--- config.mk ---
export PLATFORM = sky130hd
export DESIGN_NAME = ads5296_ctrl_top
export DESIGN_NICKNAME = d
export VERILOG_FILES = /design/src/logic/ads5296_pkg.sv /design/src/logic/adc_mon_if.sv /design/src/logic/adc_dly_if.sv /design/src/logic/frame_monitor.sv /design/src/logic/wb_ads5296_regs.sv /design/src/logic/idelay_load_seq.sv /design/src/logic/ads5296_ctrl_top.sv
export SDC_FILE = /design/constraint.sdc
export NUM_CORES = 1
export LEC_CHECK = 0
export BUFFER_PORTS_ARGS = -buffer_cell sky130_fd_sc_hd__buf_2
export CAP_MARGIN = 20
export CORE_UTILIZATION = 58
export DETAILED_ROUTE_END_ITERATION = 6
export PLACE_DENSITY_LB_ADDON = 0.2
export SYNTH_ARGS = -nofsm -noshare
export SYNTH_HDL_FRONTEND = slang
export SYNTH_SLANG_ARGS = --single-unit
export TNS_END_PERCENT = 100
--- constraint.sdc ---
create_clock -name wb_clk_i -period 4 [get_ports wb_clk_i]
set_input_delay 0.4 -clock wb_clk_i [delete_from_list [all_inputs] [get_ports wb_clk_i]]
set_output_delay 0.4 -clock wb_clk_i [all_outputs]
set_load 0.02 [all_outputs]
--- src/logic/ads5296_pkg.sv ---
package ads5296_pkg;

  // adc geometry
  localparam int NUM_UNITS   = 4;
  localparam int NUM_FCLKS   = 1;
  localparam int NUM_DLY     = 4*2*NUM_UNITS + NUM_FCLKS + 1;  // data lanes, fclk, sync_out
  localparam int NUM_LO_DLY  = 4*2*NUM_UNITS;                  // data lanes only
  localparam int NUM_HI_DLY  = NUM_DLY - NUM_LO_DLY;           // fclk + sync bit
  localparam int DLY_VAL_W   = 9;                              // idelaye3 cntvaluein
  localparam int NUM_BITSLIP = 4*NUM_UNITS;

  // frame clock monitor
  localparam int FRAME_LANES = 4;
  localparam int FRAME_W     = 8;
  localparam logic [FRAME_W-1:0] FRAME_PATTERN = 8'hF0;  // 1-wire 8x fclk word
  localparam int CNT_W       = 32;

  // wishbone
  localparam int WB_ADR_W  = 32;
  localparam int WB_DAT_W  = 32;
  localparam int WB_SEL_W  = WB_DAT_W / 8;
  localparam int REG_IDX_W = 5;  // word index from adr[6:2]

  // register map, word indices
  localparam logic [REG_IDX_W-1:0] REG_DLY_LOAD_LO   = 5'd0;
  localparam logic [REG_IDX_W-1:0] REG_DLY_LOAD_HI   = 5'd1;
  localparam logic [REG_IDX_W-1:0] REG_DLY_RST_LO    = 5'd2;
  localparam logic [REG_IDX_W-1:0] REG_DLY_RST_HI    = 5'd3;
  localparam logic [REG_IDX_W-1:0] REG_DLY_EN_VTC_LO = 5'd4;
  localparam logic [REG_IDX_W-1:0] REG_DLY_EN_VTC_HI = 5'd5;
  localparam logic [REG_IDX_W-1:0] REG_DLY_VAL       = 5'd6;
  localparam logic [REG_IDX_W-1:0] REG_FCLK_ERR_CNT  = 5'd7;
  localparam logic [REG_IDX_W-1:0] REG_ISERDES_RST   = 5'd8;
  localparam logic [REG_IDX_W-1:0] REG_MMCM          = 5'd9;
  localparam logic [REG_IDX_W-1:0] REG_LCLK_CNT      = 5'd10;
  localparam logic [REG_IDX_W-1:0] REG_FCLK0_CNT     = 5'd11;
  localparam logic [REG_IDX_W-1:0] REG_FCLK1_CNT     = 5'd12;
  localparam logic [REG_IDX_W-1:0] REG_FCLK2_CNT     = 5'd13;
  localparam logic [REG_IDX_W-1:0] REG_FCLK3_CNT     = 5'd14;
  localparam logic [REG_IDX_W-1:0] REG_BITSLIP       = 5'd15;
  localparam logic [REG_IDX_W-1:0] REG_SNAPSHOT      = 5'd16;
  localparam logic [REG_IDX_W-1:0] REG_VERSION       = 5'd17;

  localparam logic                IS_MASTER = 1'b1;
  localparam logic [WB_DAT_W-1:0] VERSION   = 32'h0001_0002;

  // delay load sequencing
  localparam int SEQ_SETUP = 2;  // en_vtc low before load
  localparam int SEQ_HOLD  = 2;  // en_vtc low after load
  localparam int SEQ_CNT_W = $clog2(SEQ_SETUP > SEQ_HOLD ? SEQ_SETUP : SEQ_HOLD) + 1;

  localparam logic [1:0] ST_IDLE  = 2'd0;
  localparam logic [1:0] ST_SETUP = 2'd1;
  localparam logic [1:0] ST_LOAD  = 2'd2;
  localparam logic [1:0] ST_HOLD  = 2'd3;

endpackage

--- src/logic/adc_mon_if.sv ---
`timescale 1ns/100ps

interface adc_mon_if;
  import ads5296_pkg::*;

  logic [CNT_W-1:0]                  lclk_cnt;      // valid frames seen
  logic [FRAME_LANES-1:0][CNT_W-1:0] fclk_cnt;      // per lane pattern hits
  logic [CNT_W-1:0]                  fclk_err_cnt;  // frames with any bad lane
  logic                              cnt_clr;       // one cycle, from reg 7 write

  // frame monitor side
  modport mon (
    output lclk_cnt, fclk_cnt, fclk_err_cnt,
    input  cnt_clr
  );

  // register block side
  modport regs (
    input  lclk_cnt, fclk_cnt, fclk_err_cnt,
    output cnt_clr
  );

endinterface

--- src/logic/adc_dly_if.sv ---
`timescale 1ns/100ps

interface adc_dly_if;
  import ads5296_pkg::*;

  logic                   load_req;     // pulse on reg 0/1 write
  logic [NUM_DLY-1:0]     load_mask;    // lanes to load
  logic [NUM_DLY-1:0]     en_vtc_base;  // en_vtc level when idle
  logic [DLY_VAL_W-1:0]   dly_val;      // tap value
  logic                   slip_req;     // pulse on reg 15 write
  logic [NUM_BITSLIP-1:0] slip_mask;
  logic                   busy;         // sequence in flight

  // register block drives requests, reads busy
  modport regs (
    output load_req, load_mask, en_vtc_base, dly_val,
    output slip_req, slip_mask,
    input  busy
  );

  // sequencer side
  modport seq (
    input  load_req, load_mask, en_vtc_base, dly_val,
    input  slip_req, slip_mask,
    output busy
  );

endinterface

--- src/logic/frame_monitor.sv ---
`timescale 1ns/100ps

module frame_monitor (
  input  logic wb_clk_i,
  input  logic wb_rst_i,
  adc_mon_if.mon mon,
  input  logic frame_vld_i,
  input  logic [ads5296_pkg::FRAME_LANES-1:0][ads5296_pkg::FRAME_W-1:0] frame_word_i
);
  import ads5296_pkg::*;

  logic [FRAME_LANES-1:0]            lane_ok;   // lane matches pattern
  logic                              frame_bad; // at least one lane off
  logic [CNT_W-1:0]                  lclk_q;
  logic [FRAME_LANES-1:0][CNT_W-1:0] fclk_q;
  logic [CNT_W-1:0]                  err_q;

  // per lane compare
  always_comb begin
    for (int l = 0; l < FRAME_LANES; l++) begin
      lane_ok[l] = (frame_word_i[l] == FRAME_PATTERN);
    end
  end

  assign frame_bad = ~&lane_ok;

  // counters, saturating
  always_ff @(posedge wb_clk_i) begin
    if (wb_rst_i || mon.cnt_clr) begin  // clear beats a coincident frame
      lclk_q <= '0;
      fclk_q <= '0;
      err_q  <= '0;
    end else if (frame_vld_i) begin
      if (lclk_q != '1)
        lclk_q <= lclk_q + 1'b1;
      for (int l = 0; l < FRAME_LANES; l++) begin
        if (lane_ok[l] && fclk_q[l] != '1)
          fclk_q[l] <= fclk_q[l] + 1'b1;
      end
      if (frame_bad && err_q != '1)
        err_q <= err_q + 1'b1;  // one per frame, not per lane
    end
  end

  assign mon.lclk_cnt     = lclk_q;
  assign mon.fclk_cnt     = fclk_q;
  assign mon.fclk_err_cnt = err_q;

  // counts only move up unless the register block clears them
  a_cnt_monotonic: assert property (
    @(posedge wb_clk_i) disable iff (wb_rst_i)
    !mon.cnt_clr |=> (lclk_q >= $past(lclk_q)) && (err_q >= $past(err_q))
  );

  for (genvar g = 0; g < FRAME_LANES; g++) begin : g_lane_chk
    a_lane_monotonic: assert property (
      @(posedge wb_clk_i) disable iff (wb_rst_i)
      !mon.cnt_clr |=> fclk_q[g] >= $past(fclk_q[g])
    );
  end

endmodule

--- src/logic/wb_ads5296_regs.sv ---
`timescale 1ns/100ps

module wb_ads5296_regs (
  input  logic wb_clk_i,
  input  logic wb_rst_i,
  input  logic [ads5296_pkg::WB_ADR_W-1:0] wb_adr_i,
  input  logic [ads5296_pkg::WB_DAT_W-1:0] wb_dat_i,
  input  logic [ads5296_pkg::WB_SEL_W-1:0] wb_sel_i,
  input  logic wb_we_i,
  input  logic wb_cyc_i,
  input  logic wb_stb_i,
  output logic [ads5296_pkg::WB_DAT_W-1:0] wb_dat_o,
  output logic wb_ack_o,
  input  logic mmcm_locked_i,
  output logic [ads5296_pkg::NUM_DLY-1:0] delay_rst_o,
  output logic iserdes_rst_o,
  output logic mmcm_rst_o,
  output logic mmcm_clksel_o,
  output logic snapshot_trigger_o,
  adc_mon_if.regs mon,
  adc_dly_if.regs dly
);
  import ads5296_pkg::*;

  logic                   wb_ack;
  logic                   acc;        // new strobe, not yet acked
  logic [REG_IDX_W-1:0]   reg_idx;
  logic [WB_DAT_W-1:0]    rd_word;    // addressed register, zero filled
  logic [WB_DAT_W-1:0]    sel_mask;   // byte lanes from wb_sel_i
  logic [WB_DAT_W-1:0]    wr_word;    // merged write data
  logic [WB_DAT_W-1:0]    rd_q;

  logic [NUM_DLY-1:0]     delay_load_reg;
  logic [NUM_DLY-1:0]     delay_rst_reg;
  logic [NUM_DLY-1:0]     delay_en_vtc_reg;
  logic [DLY_VAL_W-1:0]   delay_val_reg;
  logic [NUM_BITSLIP-1:0] bitslip_reg;
  logic                   iserdes_rst_reg;
  logic                   mmcm_rst_reg;
  logic                   mmcm_clksel_reg;
  logic                   snapshot_reg;
  logic                   load_req_q;
  logic                   slip_req_q;
  logic                   cnt_clr_q;

  assign acc     = wb_stb_i & wb_cyc_i & ~wb_ack;
  assign reg_idx = wb_adr_i[6:2];

  always_comb begin
    for (int b = 0; b < WB_SEL_W; b++) begin
      sel_mask[8*b +: 8] = {8{wb_sel_i[b]}};
    end
  end

  // readback mux
  always_comb begin
    rd_word = '0;
    case (reg_idx)
      REG_DLY_LOAD_LO:   rd_word[NUM_LO_DLY-1:0] = delay_load_reg[NUM_LO_DLY-1:0];
      REG_DLY_LOAD_HI:   rd_word[NUM_HI_DLY-1:0] = delay_load_reg[NUM_DLY-1:NUM_LO_DLY];
      REG_DLY_RST_LO:    rd_word[NUM_LO_DLY-1:0] = delay_rst_reg[NUM_LO_DLY-1:0];
      REG_DLY_RST_HI:    rd_word[NUM_HI_DLY-1:0] = delay_rst_reg[NUM_DLY-1:NUM_LO_DLY];
      REG_DLY_EN_VTC_LO: rd_word[NUM_LO_DLY-1:0] = delay_en_vtc_reg[NUM_LO_DLY-1:0];
      REG_DLY_EN_VTC_HI: rd_word[NUM_HI_DLY-1:0] = delay_en_vtc_reg[NUM_DLY-1:NUM_LO_DLY];
      REG_DLY_VAL: begin
        rd_word[DLY_VAL_W-1:0] = delay_val_reg;
        rd_word[WB_DAT_W-1]    = dly.busy;  // sequencer in flight
      end
      REG_FCLK_ERR_CNT:  rd_word[CNT_W-1:0] = mon.fclk_err_cnt;
      REG_ISERDES_RST:   rd_word[0] = iserdes_rst_reg;
      REG_MMCM:          rd_word = {7'b0, IS_MASTER, 7'b0, mmcm_locked_i,
                                    7'b0, mmcm_clksel_reg, 7'b0, mmcm_rst_reg};
      REG_LCLK_CNT:      rd_word[CNT_W-1:0] = mon.lclk_cnt;
      REG_FCLK0_CNT:     rd_word[CNT_W-1:0] = mon.fclk_cnt[0];
      REG_FCLK1_CNT:     rd_word[CNT_W-1:0] = mon.fclk_cnt[1];
      REG_FCLK2_CNT:     rd_word[CNT_W-1:0] = mon.fclk_cnt[2];
      REG_FCLK3_CNT:     rd_word[CNT_W-1:0] = mon.fclk_cnt[3];
      REG_BITSLIP:       rd_word[NUM_BITSLIP-1:0] = bitslip_reg;
      REG_SNAPSHOT:      rd_word[0] = snapshot_reg;
      REG_VERSION:       rd_word = VERSION;
      default:           rd_word = '0;  // unmapped reads zero
    endcase
  end

  // unselected bytes keep their current value
  assign wr_word = (rd_word & ~sel_mask) | (wb_dat_i & sel_mask);

  always_ff @(posedge wb_clk_i) begin
    wb_ack     <= 1'b0;  // strobes
    load_req_q <= 1'b0;
    slip_req_q <= 1'b0;
    cnt_clr_q  <= 1'b0;
    if (wb_rst_i) begin
      delay_load_reg   <= '0;
      delay_rst_reg    <= '0;
      delay_en_vtc_reg <= '0;
      delay_val_reg    <= '0;
      bitslip_reg      <= '0;
      iserdes_rst_reg  <= 1'b0;
      mmcm_rst_reg     <= 1'b0;
      mmcm_clksel_reg  <= 1'b0;
      snapshot_reg     <= 1'b0;
    end else if (acc) begin
      wb_ack <= 1'b1;
      if (wb_we_i) begin
        case (reg_idx)
          REG_DLY_LOAD_LO: begin
            delay_load_reg[NUM_LO_DLY-1:0] <= wr_word[NUM_LO_DLY-1:0];
            load_req_q <= 1'b1;
          end
          REG_DLY_LOAD_HI: begin
            delay_load_reg[NUM_DLY-1:NUM_LO_DLY] <= wr_word[NUM_HI_DLY-1:0];
            load_req_q <= 1'b1;
          end
          REG_DLY_RST_LO:    delay_rst_reg[NUM_LO_DLY-1:0] <= wr_word[NUM_LO_DLY-1:0];
          REG_DLY_RST_HI:    delay_rst_reg[NUM_DLY-1:NUM_LO_DLY] <= wr_word[NUM_HI_DLY-1:0];
          REG_DLY_EN_VTC_LO: delay_en_vtc_reg[NUM_LO_DLY-1:0] <= wr_word[NUM_LO_DLY-1:0];
          REG_DLY_EN_VTC_HI: delay_en_vtc_reg[NUM_DLY-1:NUM_LO_DLY] <= wr_word[NUM_HI_DLY-1:0];
          REG_DLY_VAL:       delay_val_reg <= wr_word[DLY_VAL_W-1:0];
          REG_FCLK_ERR_CNT:  cnt_clr_q <= 1'b1;  // any write clears all counters
          REG_ISERDES_RST:   iserdes_rst_reg <= wr_word[0];
          REG_MMCM: begin
            mmcm_rst_reg    <= wr_word[0];
            mmcm_clksel_reg <= wr_word[8];
          end
          REG_BITSLIP: begin
            bitslip_reg <= wr_word[NUM_BITSLIP-1:0];
            slip_req_q  <= 1'b1;
          end
          REG_SNAPSHOT:      snapshot_reg <= wr_word[0];
          default: begin
            // counters and version are read only
          end
        endcase
      end
    end
  end

  // read data, only visible with ack
  always_ff @(posedge wb_clk_i) begin
    if (acc)
      rd_q <= wb_we_i ? '0 : rd_word;
  end

  assign wb_ack_o = wb_ack;
  assign wb_dat_o = wb_ack ? rd_q : '0;

  assign delay_rst_o        = delay_rst_reg;
  assign iserdes_rst_o      = iserdes_rst_reg;
  assign mmcm_rst_o         = mmcm_rst_reg;
  assign mmcm_clksel_o      = mmcm_clksel_reg;
  assign snapshot_trigger_o = snapshot_reg;

  assign mon.cnt_clr   = cnt_clr_q;
  assign dly.load_req  = load_req_q;
  assign dly.load_mask = delay_load_reg;
  assign dly.en_vtc_base = delay_en_vtc_reg;
  assign dly.dly_val   = delay_val_reg;
  assign dly.slip_req  = slip_req_q;
  assign dly.slip_mask = bitslip_reg;

  // single cycle ack per access
  a_ack_single: assert property (
    @(posedge wb_clk_i) disable iff (wb_rst_i)
    wb_ack_o |=> !wb_ack_o
  );

endmodule

--- src/logic/idelay_load_seq.sv ---
`timescale 1ns/100ps

module idelay_load_seq (
  input  logic wb_clk_i,
  input  logic wb_rst_i,
  adc_dly_if.seq dly,
  output logic [ads5296_pkg::NUM_DLY-1:0] delay_load_o,
  output logic [ads5296_pkg::NUM_DLY-1:0] delay_en_vtc_o,
  output logic [ads5296_pkg::DLY_VAL_W-1:0] delay_val_o,
  output logic [ads5296_pkg::NUM_BITSLIP-1:0] bitslip_o
);
  import ads5296_pkg::*;

  logic [1:0]           state;
  logic [SEQ_CNT_W-1:0] cnt;      // cycles spent in setup or hold
  logic                 pend;     // load_req seen while busy
  logic                 start;
  logic                 busy;
  logic [NUM_DLY-1:0]   mask_q;   // lanes of the running sequence
  logic [DLY_VAL_W-1:0] val_q;    // tap value frozen for the sequence

  assign start = (state == ST_IDLE) && (dly.load_req || pend);
  assign busy  = (state != ST_IDLE);

  always_ff @(posedge wb_clk_i) begin
    if (wb_rst_i) begin
      state     <= ST_IDLE;
      cnt       <= '0;
      pend      <= 1'b0;
      bitslip_o <= '0;
    end else begin
      bitslip_o <= dly.slip_req ? dly.slip_mask : '0;  // one cycle, ignores busy

      if (state == ST_IDLE)
        pend <= 1'b0;       // consumed by start below
      else if (dly.load_req)
        pend <= 1'b1;       // several requests merge into one

      case (state)
        ST_IDLE: begin
          if (start) begin
            state <= ST_SETUP;
            cnt   <= '0;
          end
        end
        ST_SETUP: begin
          if (cnt == SEQ_CNT_W'(SEQ_SETUP - 1)) begin
            state <= ST_LOAD;
            cnt   <= '0;
          end else begin
            cnt <= cnt + 1'b1;
          end
        end
        ST_LOAD: state <= ST_HOLD;  // single load cycle
        ST_HOLD: begin
          if (cnt == SEQ_CNT_W'(SEQ_HOLD - 1))
            state <= ST_IDLE;  // en_vtc restored next cycle
          else
            cnt <= cnt + 1'b1;
        end
        default: state <= ST_IDLE;
      endcase
    end
  end

  // capture mask and tap at sequence start
  always_ff @(posedge wb_clk_i) begin
    if (start) begin
      mask_q <= dly.load_mask;
      val_q  <= dly.dly_val;
    end
  end

  assign dly.busy       = busy;
  assign delay_load_o   = (state == ST_LOAD) ? mask_q : '0;
  assign delay_en_vtc_o = busy ? (dly.en_vtc_base & ~mask_q) : dly.en_vtc_base;
  assign delay_val_o    = busy ? val_q : dly.dly_val;

  // vtc stays off on loaded lanes through the load and the cycle after
  a_vtc_off_on_load: assert property (
    @(posedge wb_clk_i) disable iff (wb_rst_i)
    (|delay_load_o) |-> ((delay_en_vtc_o & delay_load_o) == '0)
      ##1 ((delay_en_vtc_o & $past(delay_load_o)) == '0)
  );

endmodule

--- src/logic/ads5296_ctrl_top.sv ---
`timescale 1ns/100ps

module ads5296_ctrl_top (
  input  logic wb_clk_i,
  input  logic wb_rst_i,
  input  logic [ads5296_pkg::WB_ADR_W-1:0] wb_adr_i,
  input  logic [ads5296_pkg::WB_DAT_W-1:0] wb_dat_i,
  input  logic [ads5296_pkg::WB_SEL_W-1:0] wb_sel_i,
  input  logic wb_we_i,
  input  logic wb_cyc_i,
  input  logic wb_stb_i,
  output logic [ads5296_pkg::WB_DAT_W-1:0] wb_dat_o,
  output logic wb_ack_o,
  input  logic mmcm_locked_i,
  input  logic frame_vld_i,
  input  logic [ads5296_pkg::FRAME_LANES-1:0][ads5296_pkg::FRAME_W-1:0] frame_word_i,
  output logic [ads5296_pkg::NUM_DLY-1:0] delay_rst_o,
  output logic iserdes_rst_o,
  output logic mmcm_rst_o,
  output logic mmcm_clksel_o,
  output logic snapshot_trigger_o,
  output logic [ads5296_pkg::NUM_DLY-1:0] delay_load_o,
  output logic [ads5296_pkg::NUM_DLY-1:0] delay_en_vtc_o,
  output logic [ads5296_pkg::DLY_VAL_W-1:0] delay_val_o,
  output logic [ads5296_pkg::NUM_BITSLIP-1:0] bitslip_o
);

  adc_mon_if mon_if ();  // counters up, clear down
  adc_dly_if dly_if ();  // load and slip requests

  frame_monitor u_frame_monitor (
    .wb_clk_i     (wb_clk_i),
    .wb_rst_i     (wb_rst_i),
    .mon          (mon_if.mon),
    .frame_vld_i  (frame_vld_i),
    .frame_word_i (frame_word_i)
  );

  wb_ads5296_regs u_regs (
    .wb_clk_i           (wb_clk_i),
    .wb_rst_i           (wb_rst_i),
    .wb_adr_i           (wb_adr_i),
    .wb_dat_i           (wb_dat_i),
    .wb_sel_i           (wb_sel_i),
    .wb_we_i            (wb_we_i),
    .wb_cyc_i           (wb_cyc_i),
    .wb_stb_i           (wb_stb_i),
    .wb_dat_o           (wb_dat_o),
    .wb_ack_o           (wb_ack_o),
    .mmcm_locked_i      (mmcm_locked_i),
    .delay_rst_o        (delay_rst_o),
    .iserdes_rst_o      (iserdes_rst_o),
    .mmcm_rst_o         (mmcm_rst_o),
    .mmcm_clksel_o      (mmcm_clksel_o),
    .snapshot_trigger_o (snapshot_trigger_o),
    .mon                (mon_if.regs),
    .dly                (dly_if.regs)
  );

  idelay_load_seq u_load_seq (
    .wb_clk_i       (wb_clk_i),
    .wb_rst_i       (wb_rst_i),
    .dly            (dly_if.seq),
    .delay_load_o   (delay_load_o),
    .delay_en_vtc_o (delay_en_vtc_o),
    .delay_val_o    (delay_val_o),
    .bitslip_o      (bitslip_o)
  );

endmodule

==> flow_summary.rst, run 1 <==
.. list-table::
   :header-rows: 1

   * - Metric
     - Value
   * - Switch share
     - 0.235
   * - CP dominant cell by count
     - sky130_fd_sc_hd__nor3_1
   * - WP data arrival
     - approximately 3500 ps
   * - Capturing element type of the critical path
     - flop
   * - Clock root cell
     - sky130_fd_sc_hd__clkbuf_16
   * - Main combinational cell family by area after synthesis
     - simple AND/OR/NAND/NOR gates
   * - Max transition margin
     - 0.272
   * - Worst skew pair latency
     - 580 ps
   * - Post-Route Setup TNS
     - 0 ps
   * - Global routing usage summed across all routing layers
     - 0.431
   * - Synthesized net count
     - 2,538
   * - Leak
     - 9.11 nW
   * - Global-route track usage on met3
     - 0.105
   * - Post-synthesis cell count
     - 2,419
   * - Sequence of cells on the critical path
     - ha_1 > nand3_1 > or4_1 > nor3_1 > nor3_1 > xnor2_1 > nor2_1
   * - Ys async rst share
     - 0
   * - Horizontal die dimension
     - ~190 um
   * - Crit-path max cell delay
     - around 670 ps
   * - RSZ-0062 raised after global routing
     - false
   * - Total number of yosys warnings
     - 0
   * - Commonest non-fill, non-tap cells in the layout
     - 348 x sky130_fd_sc_hd__dfxtp_1, 268 x sky130_fd_sc_hd__nor2_1, 243 x sky130_fd_sc_hd__buf_2
   * - Simple-gate share of the synthesized area
     - 0.288
   * - Area delta synth->final
     - 16.2%
   * - Final net count
     - roughly 2.8k
   * - Commonest non-fill, non-tap cell in the layout
     - sky130_fd_sc_hd__dfxtp_1
   * - Pin count of the biggest net entering global routing
     - 80
   * - Mux share of post-synthesis cell area
     - 0.0242
   * - Residual antenna-violating net count after detailed routing
     - 0
   * - Combinational cell fraction of total power
     - 0.055
   * - Post-synthesis adder-cell area fraction
     - 0.00723
   * - Largest driver fanout on the critical path
     - 6
   * - Count of different cell masters after synthesis
     - 72
   * - Worst Setup Start Kind
     - flop
   * - Starting density of the core
     - 0.596
   * - Gr busiest metal
     - met2
   * - Count of final setup violators
     - 0
   * - Fin. max-slew vios
     - 0
   * - Critical hold path startpoint
     - wb_dat_i[19]
   * - Gates resized, CTS repair
     - 0
   * - Gp weighted congestion
     - between 1 and 1.5
   * - Synth Area in XOR/XNOR
     - 0.0645
   * - TritonCTS clock tree
     - done
   * - Post-CTS Repair Setup Buffers
     - 0
   * - CTS H-tree depth
     - 2
   * - Transition time at the pin with the least slew margin
     - 1080 ps
   * - Critical Path RT
     - 4430 ps
   * - Fraction of power consumed by sequential logic
     - 0.479
   * - Clock transition at the register clock pins on the worst setup and hold paths after CTS
     - 60 ps
   * - Clock power frac
     - 0.466
   * - IO Port Bufs
     - approximately 240
   * - Dominant synthesized flop cell
     - sky130_fd_sc_hd__dfxtp_1
   * - Wirelength, routed
     - 79.5 mm
   * - Routing usage on met1
     - 0.564
   * - Overflow after GRT
     - 0
   * - Floorplan Core Area
     - between 30,000 and 40,000 um^2
   * - Kind of path behind the tightest hold check
     - in2reg
   * - Die Span Y
     - 191 um
   * - Max-cap violations
     - 0
   * - Worst supply voltage drop on vdd
     - just under 0.4 mV
   * - Status
     - complete, but fails checks
   * - Number of antenna violations at the first check in global routing
     - 2
   * - Final period demand of the worst path
     - approximately 3000 ps
   * - Number of global-route vias before repair
     - 19.0k
   * - Maximum clock path buffer count
     - 3
   * - Count of placed standard cells in the final layout, fillers left out
     - 3,125
   * - Clock Sink Count
     - 423
   * - Cell Count Post-Placement
     - 3,042
   * - Standard-cell row count
     - 68
   * - Type of the worst setup path
     - reg2reg
   * - Fraction of layout cells with a size suffix above 1
     - 0.162
   * - Final-report hold violation count
     - 0
   * - Vias/cell
     - 6.63
   * - Per-instance average area after synthesis
     - 8.59 um^2
   * - Number of DRC markers in iteration 0
     - 2,735
   * - Register-to-register setup slack
     - 970 ps
   * - Maximum clock frequency
     - 0.330 GHz
   * - I/O pin cnt
     - ~270
   * - Startpoint of the worst register-to-register path
     - u_frame_monitor.mon.fclk_cnt[33]
   * - Count of vias placed by the detailed router
     - 20.7k
   * - Crit path launch
     - u_frame_monitor.mon.fclk_cnt[33]
   * - Compound-Gate Fraction of Synth Area
     - 0.135
   * - Total net switching power
     - ~0.0021 W
   * - Failing checks
     - DRC
   * - Placed wire-length estimate
     - 59.1 mm
   * - Routed wirelength normalized by instance count
     - 25.4 um
   * - Combined area of all synthesized cells
     - roughly 21,000 um^2
   * - GRT met2 Usage
     - 0.649
   * - Global-route wire length before repair
     - 117 mm
   * - Count of flip-flops with a built-in enable after synthesis
     - 75
   * - DRC violation count after routing
     - 2
   * - Number of filler instances in the final layout
     - 2,831
   * - Number of iterations in the first detailed-routing pass
     - 7
   * - Sequential share of the synthesized area
     - 0.444
   * - Hold-fix buffer count after cts
     - 0
   * - Final worst clock skew
     - 12.8 ps
   * - Power Dens Cells
     - 377 nW/um^2
   * - Register bit total from synthesis
     - 423
   * - Area enclosed by the die boundary
     - 36,600 um^2
   * - Internal power
     - ~0.007 W
   * - Slowest library cell on the worst path
     - sky130_fd_sc_hd__or4_1
   * - Clock buffer count from CTS
     - 45
   * - Post-route fraction of the period consumed by the critical path
     - 0.759
per-stage QoR:
stage / hold WS [ps] / utilization / setup WS, ps / total power (W) / cell area, um^2
6_report: 227 / 0.692 / 965 / 0.00912 / 24200
5_1_grt: 256 / 0.692 / 875 / 0.00930 / 24100
4_1_cts: 213 / 0.691 / 1070 / 0.00911 / 24100
3_5_place_dp: 454 / 0.649 / 714 / 0.00494 / 22600
3_3_place_gp: 454 / 0.649 / 768 / 0.00492 / 22600
2_1_floorplan: 422 / - / 820 / 0.00473 / 20800
cells by family (layout without fill, tap and decap cells):
group           after synthesis  after routing
mux                          46             46
fa+ha+maj                    12             12
xor+xnor                    153            153
buf+inv                     197            447
compound gates              422            422
simple gates               1166           1166
other cells                   0              1
flops                       423            423
layer usage:
layer | routed length, um | vias up
met4 | 4810 | 2
met1 | 30400 | 9831
met2 | 34500 | 1425
met5 | 15 | -
li1 | - | 9206
met3 | 9790 | 260
flip-flops by register name, indices dropped and copies added, names as in the netlist, 9 cells and up:
register and flops:
u_frame_monitor.mon.fclk_cnt 128, u_load_seq.mask_q 34, u_regs.delay_rst_o 34, u_regs.dly.en_vtc_base 34
u_regs.dly.load_mask 34, u_frame_monitor.mon.fclk_err_cnt 32, u_frame_monitor.mon.lclk_cnt 32, u_regs.rd_q 32
u_load_seq.bitslip_o 16, u_regs.dly.slip_mask 16, u_load_seq.val_q 9, u_regs.dly.dly_val 9
power by group through the flow:
stage | clock network (W) | logic (W) | registers, W
floorplan | 0 | 0.000276 | 0.00445
global placement | 0 | 0.000467 | 0.00446
detailed placement | 0 | 0.000479 | 0.00446
CTS | 0.00426 | 0.000481 | 0.00436
global route | 0.00441 | 0.000525 | 0.00437
finish | 0.00425 | 0.000499 | 0.00437
layout make-up:
cell class	instances	area [um^2]	area share
Tap cell	455	569	0.0236
Timing Repair Buffer	323	1870	0.0776
Antenna cell	1	2.50	0.000104
Sequential cell	423	9220	0.382
Multi-Input combinational cell	1799	10900	0.449
Clock inverter	21	243	0.0101
Clock buffer	60	1230	0.0510
Inverter	43	161	0.00668
path summary, 6_finish.rpt:
path	to	cells after the start
max	u_frame_monitor.mon.fclk_cnt[40]	7
min	u_regs.delay_rst_o[19]	5
max reg2reg	u_frame_monitor.mon.fclk_cnt[40]	7
min reg2reg	u_load_seq.mask_q[20]	0
cell usage after synthesis, types with 9 or more instances:
cell / instances / area (um^2)
sky130_fd_sc_hd__nor3_1: 66 / 330
sky130_fd_sc_hd__clkbuf_1: 134 / 503
sky130_fd_sc_hd__xor2_1: 92 / 806
sky130_fd_sc_hd__and2_1: 94 / 588
sky130_fd_sc_hd__o211ai_1: 14 / 105
sky130_fd_sc_hd__a22oi_1: 77 / 578
sky130_fd_sc_hd__inv_1: 43 / 161
sky130_fd_sc_hd__xnor2_1: 61 / 534
sky130_fd_sc_hd__o21ai_0: 117 / 586
sky130_fd_sc_hd__and3_1: 81 / 507
sky130_fd_sc_hd__or3_1: 28 / 175
sky130_fd_sc_hd__nand2b_1: 15 / 93.8
sky130_fd_sc_hd__ha_1: 12 / 150
sky130_fd_sc_hd__nor2_1: 274 / 1030
sky130_fd_sc_hd__buf_1: 11 / 41.3
sky130_fd_sc_hd__a21oi_1: 64 / 320
sky130_fd_sc_hd__a31oi_1: 11 / 68.8
sky130_fd_sc_hd__nor4_1: 29 / 181
sky130_fd_sc_hd__a221oi_1: 12 / 105
sky130_fd_sc_hd__a2111oi_0: 13 / 114
sky130_fd_sc_hd__a21boi_0: 35 / 263
sky130_fd_sc_hd__dfxtp_1: 348 / 6970
sky130_fd_sc_hd__a211oi_1: 16 / 120
sky130_fd_sc_hd__and4_1: 28 / 245
sky130_fd_sc_hd__nand4_1: 83 / 519
sky130_fd_sc_hd__a41oi_1: 9 / 78.8
sky130_fd_sc_hd__nor2b_1: 18 / 113
sky130_fd_sc_hd__nand2_1: 206 / 773
sky130_fd_sc_hd__mux2_2: 14 / 158
sky130_fd_sc_hd__mux2i_1: 30 / 300
sky130_fd_sc_hd__or4_1: 19 / 143
sky130_fd_sc_hd__nand3_1: 183 / 916
sky130_fd_sc_hd__edfxtp_1: 75 / 2250
critical path, delay by kind of cell (launching register included):
kind | cells | cell delay [ps]
simple gates | 5 | 1700
fa+ha+maj | 1 | 320
xor+xnor | 1 | 200
flops | 1 | 660
(Power assumes the default switching activity.)
==> inputs of run 2 (changes only) <==
--- a/config.mk
+++ b/config.mk
@@ -5,9 +5,10 @@
 export SDC_FILE = /design/constraint.sdc
 export NUM_CORES = 1
 export LEC_CHECK = 0
+export ABC_AREA = 1
 export BUFFER_PORTS_ARGS = -buffer_cell sky130_fd_sc_hd__buf_2
 export CAP_MARGIN = 20
-export CORE_UTILIZATION = 58
+export CORE_UTILIZATION = 54
 export DETAILED_ROUTE_END_ITERATION = 6
 export PLACE_DENSITY_LB_ADDON = 0.2
 export SYNTH_ARGS = -nofsm -noshare
==> constraint.sdc (replaced) <==
create_clock -name wb_clk_i -period 2.5 [get_ports wb_clk_i]
set_input_delay 0.25 -clock wb_clk_i [delete_from_list [all_inputs] [get_ports wb_clk_i]]
set_output_delay 0.25 -clock wb_clk_i [all_outputs]
set_load 0.02 [all_outputs]
==> flow_summary.rst, run 2 <==
.. list-table::
   :header-rows: 1

   * - Metric
     - Value
   * - Routed wirelength normalized by instance count
     - 17.6 um (-31%)
   * - Max transition margin
     - 0.359 (+0.0865)
   * - Commonest non-fill, non-tap cell in the layout
     - sky130_fd_sc_hd__nand2_1
   * - Cell taking the most area after synthesis
     - sky130_fd_sc_hd__dfxtp_1
   * - Clock buffer count from CTS
     - 45 (unchanged)
   * - Total buffers and inverters traversed by the critical path
     - 4 (+4)
   * - Kind of path behind the tightest hold check
     - in2reg
   * - Largest driver fanout on the critical path
     - 22 (+16)
   * - Storage cell area
     - 9220 um^2 (unchanged)
   * - Dominant synthesized flop cell
     - sky130_fd_sc_hd__dfxtp_1
   * - Count of final setup violators
     - 0 (unchanged)
   * - Combined area of all synthesized cells
     - 23,500 um^2 (+13%)
   * - Fraction of layout cells with a size suffix above 1
     - 0.120 (-0.0420)
   * - Number of DRC markers in iteration 0
     - 2,388 (-13%)
   * - TritonCTS clock tree
     - done
   * - Wirelength, routed
     - 77.5 mm (-2.5%)
   * - Cell Count Post-Placement
     - 4,311 (+42%)
   * - CTS H-tree depth
     - 2 (unchanged)
   * - Final net count
     - 3,904 (+42%)
   * - Worst skew pair latency
     - 600 ps (+20 ps)
   * - Count of placed standard cells in the final layout, fillers left out
     - 4,406 (+41%)
   * - Number of filler instances in the final layout
     - 4,140 (+46%)
   * - Combinational cell fraction of total power
     - 0.119 (+0.064)
   * - Standard-cell row count
     - 76 (+12%)
   * - IO Port Bufs
     - 243 (unchanged)
   * - Clock transition at the register clock pins on the worst setup and hold paths after CTS
     - 60 ps (about the same)
   * - Flip-flop count of the largest register after layout
     - 128 (unchanged)
   * - Area taken by multi-input logic gates
     - 11,900 um^2 (+9.9%)
   * - Register bit total from synthesis
     - 423 (unchanged)
   * - Critical Path RT
     - 2250 ps (-2180 ps)
   * - Final core utilization
     - 0.630 (-0.0628)
   * - Total net switching power
     - 0.00432 W (+100%)
   * - Commonest non-fill, non-tap cells in the layout
     - 996 x sky130_fd_sc_hd__nand2_1, 449 x sky130_fd_sc_hd__inv_1, 351 x sky130_fd_sc_hd__a21oi_1
   * - Post-Route Setup TNS
     - 0 ps (unchanged)
   * - Global routing usage summed across all routing layers
     - 0.345 (-0.0856)
   * - Floorplan Core Area
     - 43,100 um^2 (+23%)
   * - Total number of yosys warnings
     - 0 (unchanged)
   * - Count of flip-flops with a built-in enable after synthesis
     - 75 (unchanged)
   * - Slowest library cell on the worst path
     - sky130_fd_sc_hd__dfxtp_1
   * - Sequential share of the synthesized area
     - 0.392 (-0.0521)
   * - Post-synthesis cell count
     - 3,551 (+47%)
   * - Post-route fraction of the period consumed by the critical path
     - 0.962
   * - Crit-path max cell delay
     - 320 ps (-350 ps)
   * - Design Area, Final
     - 27,100 um^2 (+12%)
   * - WP data arrival
     - 2160 ps (-1310 ps)
   * - Ys async rst share
     - 0 (unchanged)
   * - Number of antenna violations at the first check in global routing
     - 2 (unchanged)
   * - Area delta synth->final
     - 15.2%
   * - Per-instance average area after synthesis
     - 6.63 um^2 (-23%)
   * - Number of iterations in the first detailed-routing pass
     - 6 (-1)
   * - Switch share
     - 0.271 (+0.0358)
   * - Worst supply voltage drop on vdd
     - 0.571 mV (+47%)
   * - Die Span Y
     - 211 um (+10%)
   * - Synthesized net count
     - 3,670 (+45%)
   * - Count of different cell masters after synthesis
     - 40 (-44%)
   * - Sequence of cells on the critical path
     - inv_1 > ha_2 > clkinv_2 > buf_4 > a21oi_1 > buf_2
   * - Top post-synthesis cells by count
     - 996 x sky130_fd_sc_hd__nand2_1, 449 x sky130_fd_sc_hd__inv_1, 352 x sky130_fd_sc_hd__a21oi_1
   * - RSZ-0062 raised after global routing
     - false
   * - Clock Sink Count
     - 423 (unchanged)
   * - Status
     - finished clean
   * - Horizontal die dimension
     - 211 um (+10%)
   * - Worst path top cell family by delay
     - buffers and inverters
   * - Pin count of the biggest net entering global routing
     - 82 (+2.5%)
   * - Worst Setup Start Kind
     - flop
   * - Gp weighted congestion
     - 0.983 (-6.7%)
   * - Synth top area share
     - 0.296 (-0.0394)
   * - Worst-case setup slack after placement
     - 276 ps (-438 ps)
   * - Residual antenna-violating net count after detailed routing
     - 0 (unchanged)
   * - Final-report hold violation count
     - 0 (unchanged)
   * - Maximum clock frequency
     - 0.416 GHz
   * - Transition time at the pin with the least slew margin
     - 962 ps (-122 ps)
   * - Worst Slack Setup Final
     - 93.8 ps (-871 ps)
   * - Leak
     - 11.3 nW (+24%)
   * - Internal power
     - 0.0116 W (+67%)
   * - Max-cap violations
     - 0 (unchanged)
   * - Maximum clock path buffer count
     - 3 (unchanged)
   * - I/O pin cnt
     - 271 (unchanged)
   * - Clock power frac
     - 0.441 (-0.025)
   * - Top cells by area in the synthesized netlist
     - sky130_fd_sc_hd__dfxtp_1 30%, sky130_fd_sc_hd__nand2_1 16%, sky130_fd_sc_hd__edfxtp_1 9.6%
   * - Clock root cell
     - sky130_fd_sc_hd__clkbuf_16
   * - Fraction of power consumed by sequential logic
     - 0.440 (-0.039)
   * - Placed wire-length estimate
     - 58.0 mm (-1.9%)
   * - Final period demand of the worst path
     - 2410 ps
   * - Starting density of the core
     - 0.547 (-0.0490)
   * - DRC violation count after routing
     - 0 (-2)
   * - Count of vias placed by the detailed router
     - 24.0k (+16%)
   * - Number of global-route vias before repair
     - 21.5k (+13%)
   * - Area of placed instances
     - 25,500 um^2 (+12%)
   * - Overflow after GRT
     - 0 (unchanged)
   * - Vias/cell
     - 5.44 (-18%)
   * - Fin. max-slew vios
     - 0 (unchanged)
   * - Power Dens Cells
     - 589 nW/um^2 (+56%)
   * - Global-route wire length before repair
     - 120 mm (+2.3%)
   * - Area enclosed by the die boundary
     - 44,400 um^2 (+21%)
   * - Final worst clock skew
     - 15.5 ps (+2.74 ps)
   * - Type of the worst setup path
     - reg2out
   * - Count leader, synth
     - sky130_fd_sc_hd__nand2_1
   * - Capturing element type of the critical path
     - output pin
run 2: cell families after synthesis:
family,after synthesis,synth area share
buffers and inverters,609,0.104
XOR/XNOR,127,0.0472
adder cells (fa/ha/maj),12,0.00638
flip-flops,423,0.392
AND/OR/NAND/NOR,1828,0.331
AO/OA/AOI/OAI,552,0.120
run 2: through the flow:
stage               hold slack, ps  power [W]
floorplan                      408    0.00835
global placement               411    0.00902
detailed placement             413    0.00903
CTS                           6.97     0.0160
global route                  48.4     0.0165
finish                        25.2     0.0160
run 2: worst paths after layout:
check	startpoint	slack [ps]	cells after the start	to
setup / recovery	u_load_seq.state[0]	90	6	delay_en_vtc_o[22]
setup reg to reg	u_frame_monitor.mon.fclk_cnt[0]	260	10	u_frame_monitor.mon.fclk_cnt[13]
hold reg to reg	u_regs.dly.dly_val[3]	430	0	u_load_seq.val_q[3]
hold / removal	wb_dat_i[16]	30	5	u_regs.dly.load_mask[16]
run 2: tightest hold or removal path: stages:
cell and delay [ps]:
sky130_fd_sc_hd__buf_2 80, sky130_fd_sc_hd__nand2_1 90, sky130_fd_sc_hd__nand3_1 100, sky130_fd_sc_hd__nand2_1 40
sky130_fd_sc_hd__inv_1 40
run 2: routing by layer:
metal | part of all wire | global-route usage
met1 | 0.44 | 0.491
met2 | 0.44 | 0.535
met4 | 0.033 | 0.118
met5 | 0.00017 | 0
met3 | 0.085 | 0.0488
run 2: final cells by class:
type	instances	share of cell area
diodes	1	0.0000923
clock buffers	61	0.0456
clock inverters	21	0.0107
inverters	464	0.0644
multi-input cells	2519	0.440
flip-flops and latches	423	0.340
well taps	585	0.0270
repair buffers	332	0.0729
run 2: power groups by stage:
stage	Sequential, W	Clock [W]	Combinational (W)
after floorplan	0.00717	0	0.00118
after global placement	0.00717	0	0.00185
after detailed placement	0.00718	0	0.00186
after CTS	0.00703	0.00710	0.00189
after global routing	0.00703	0.00736	0.00206
final	0.00703	0.00704	0.00191
run 2: what timing repair did:
item | CTS | global route
hold buffers | 12 | 0
buffers inserted | 0 | 0
resized for setup | 2 | 5
hold endpoints to repair | 30 | 0
setup endpoints to repair | 23 | 5
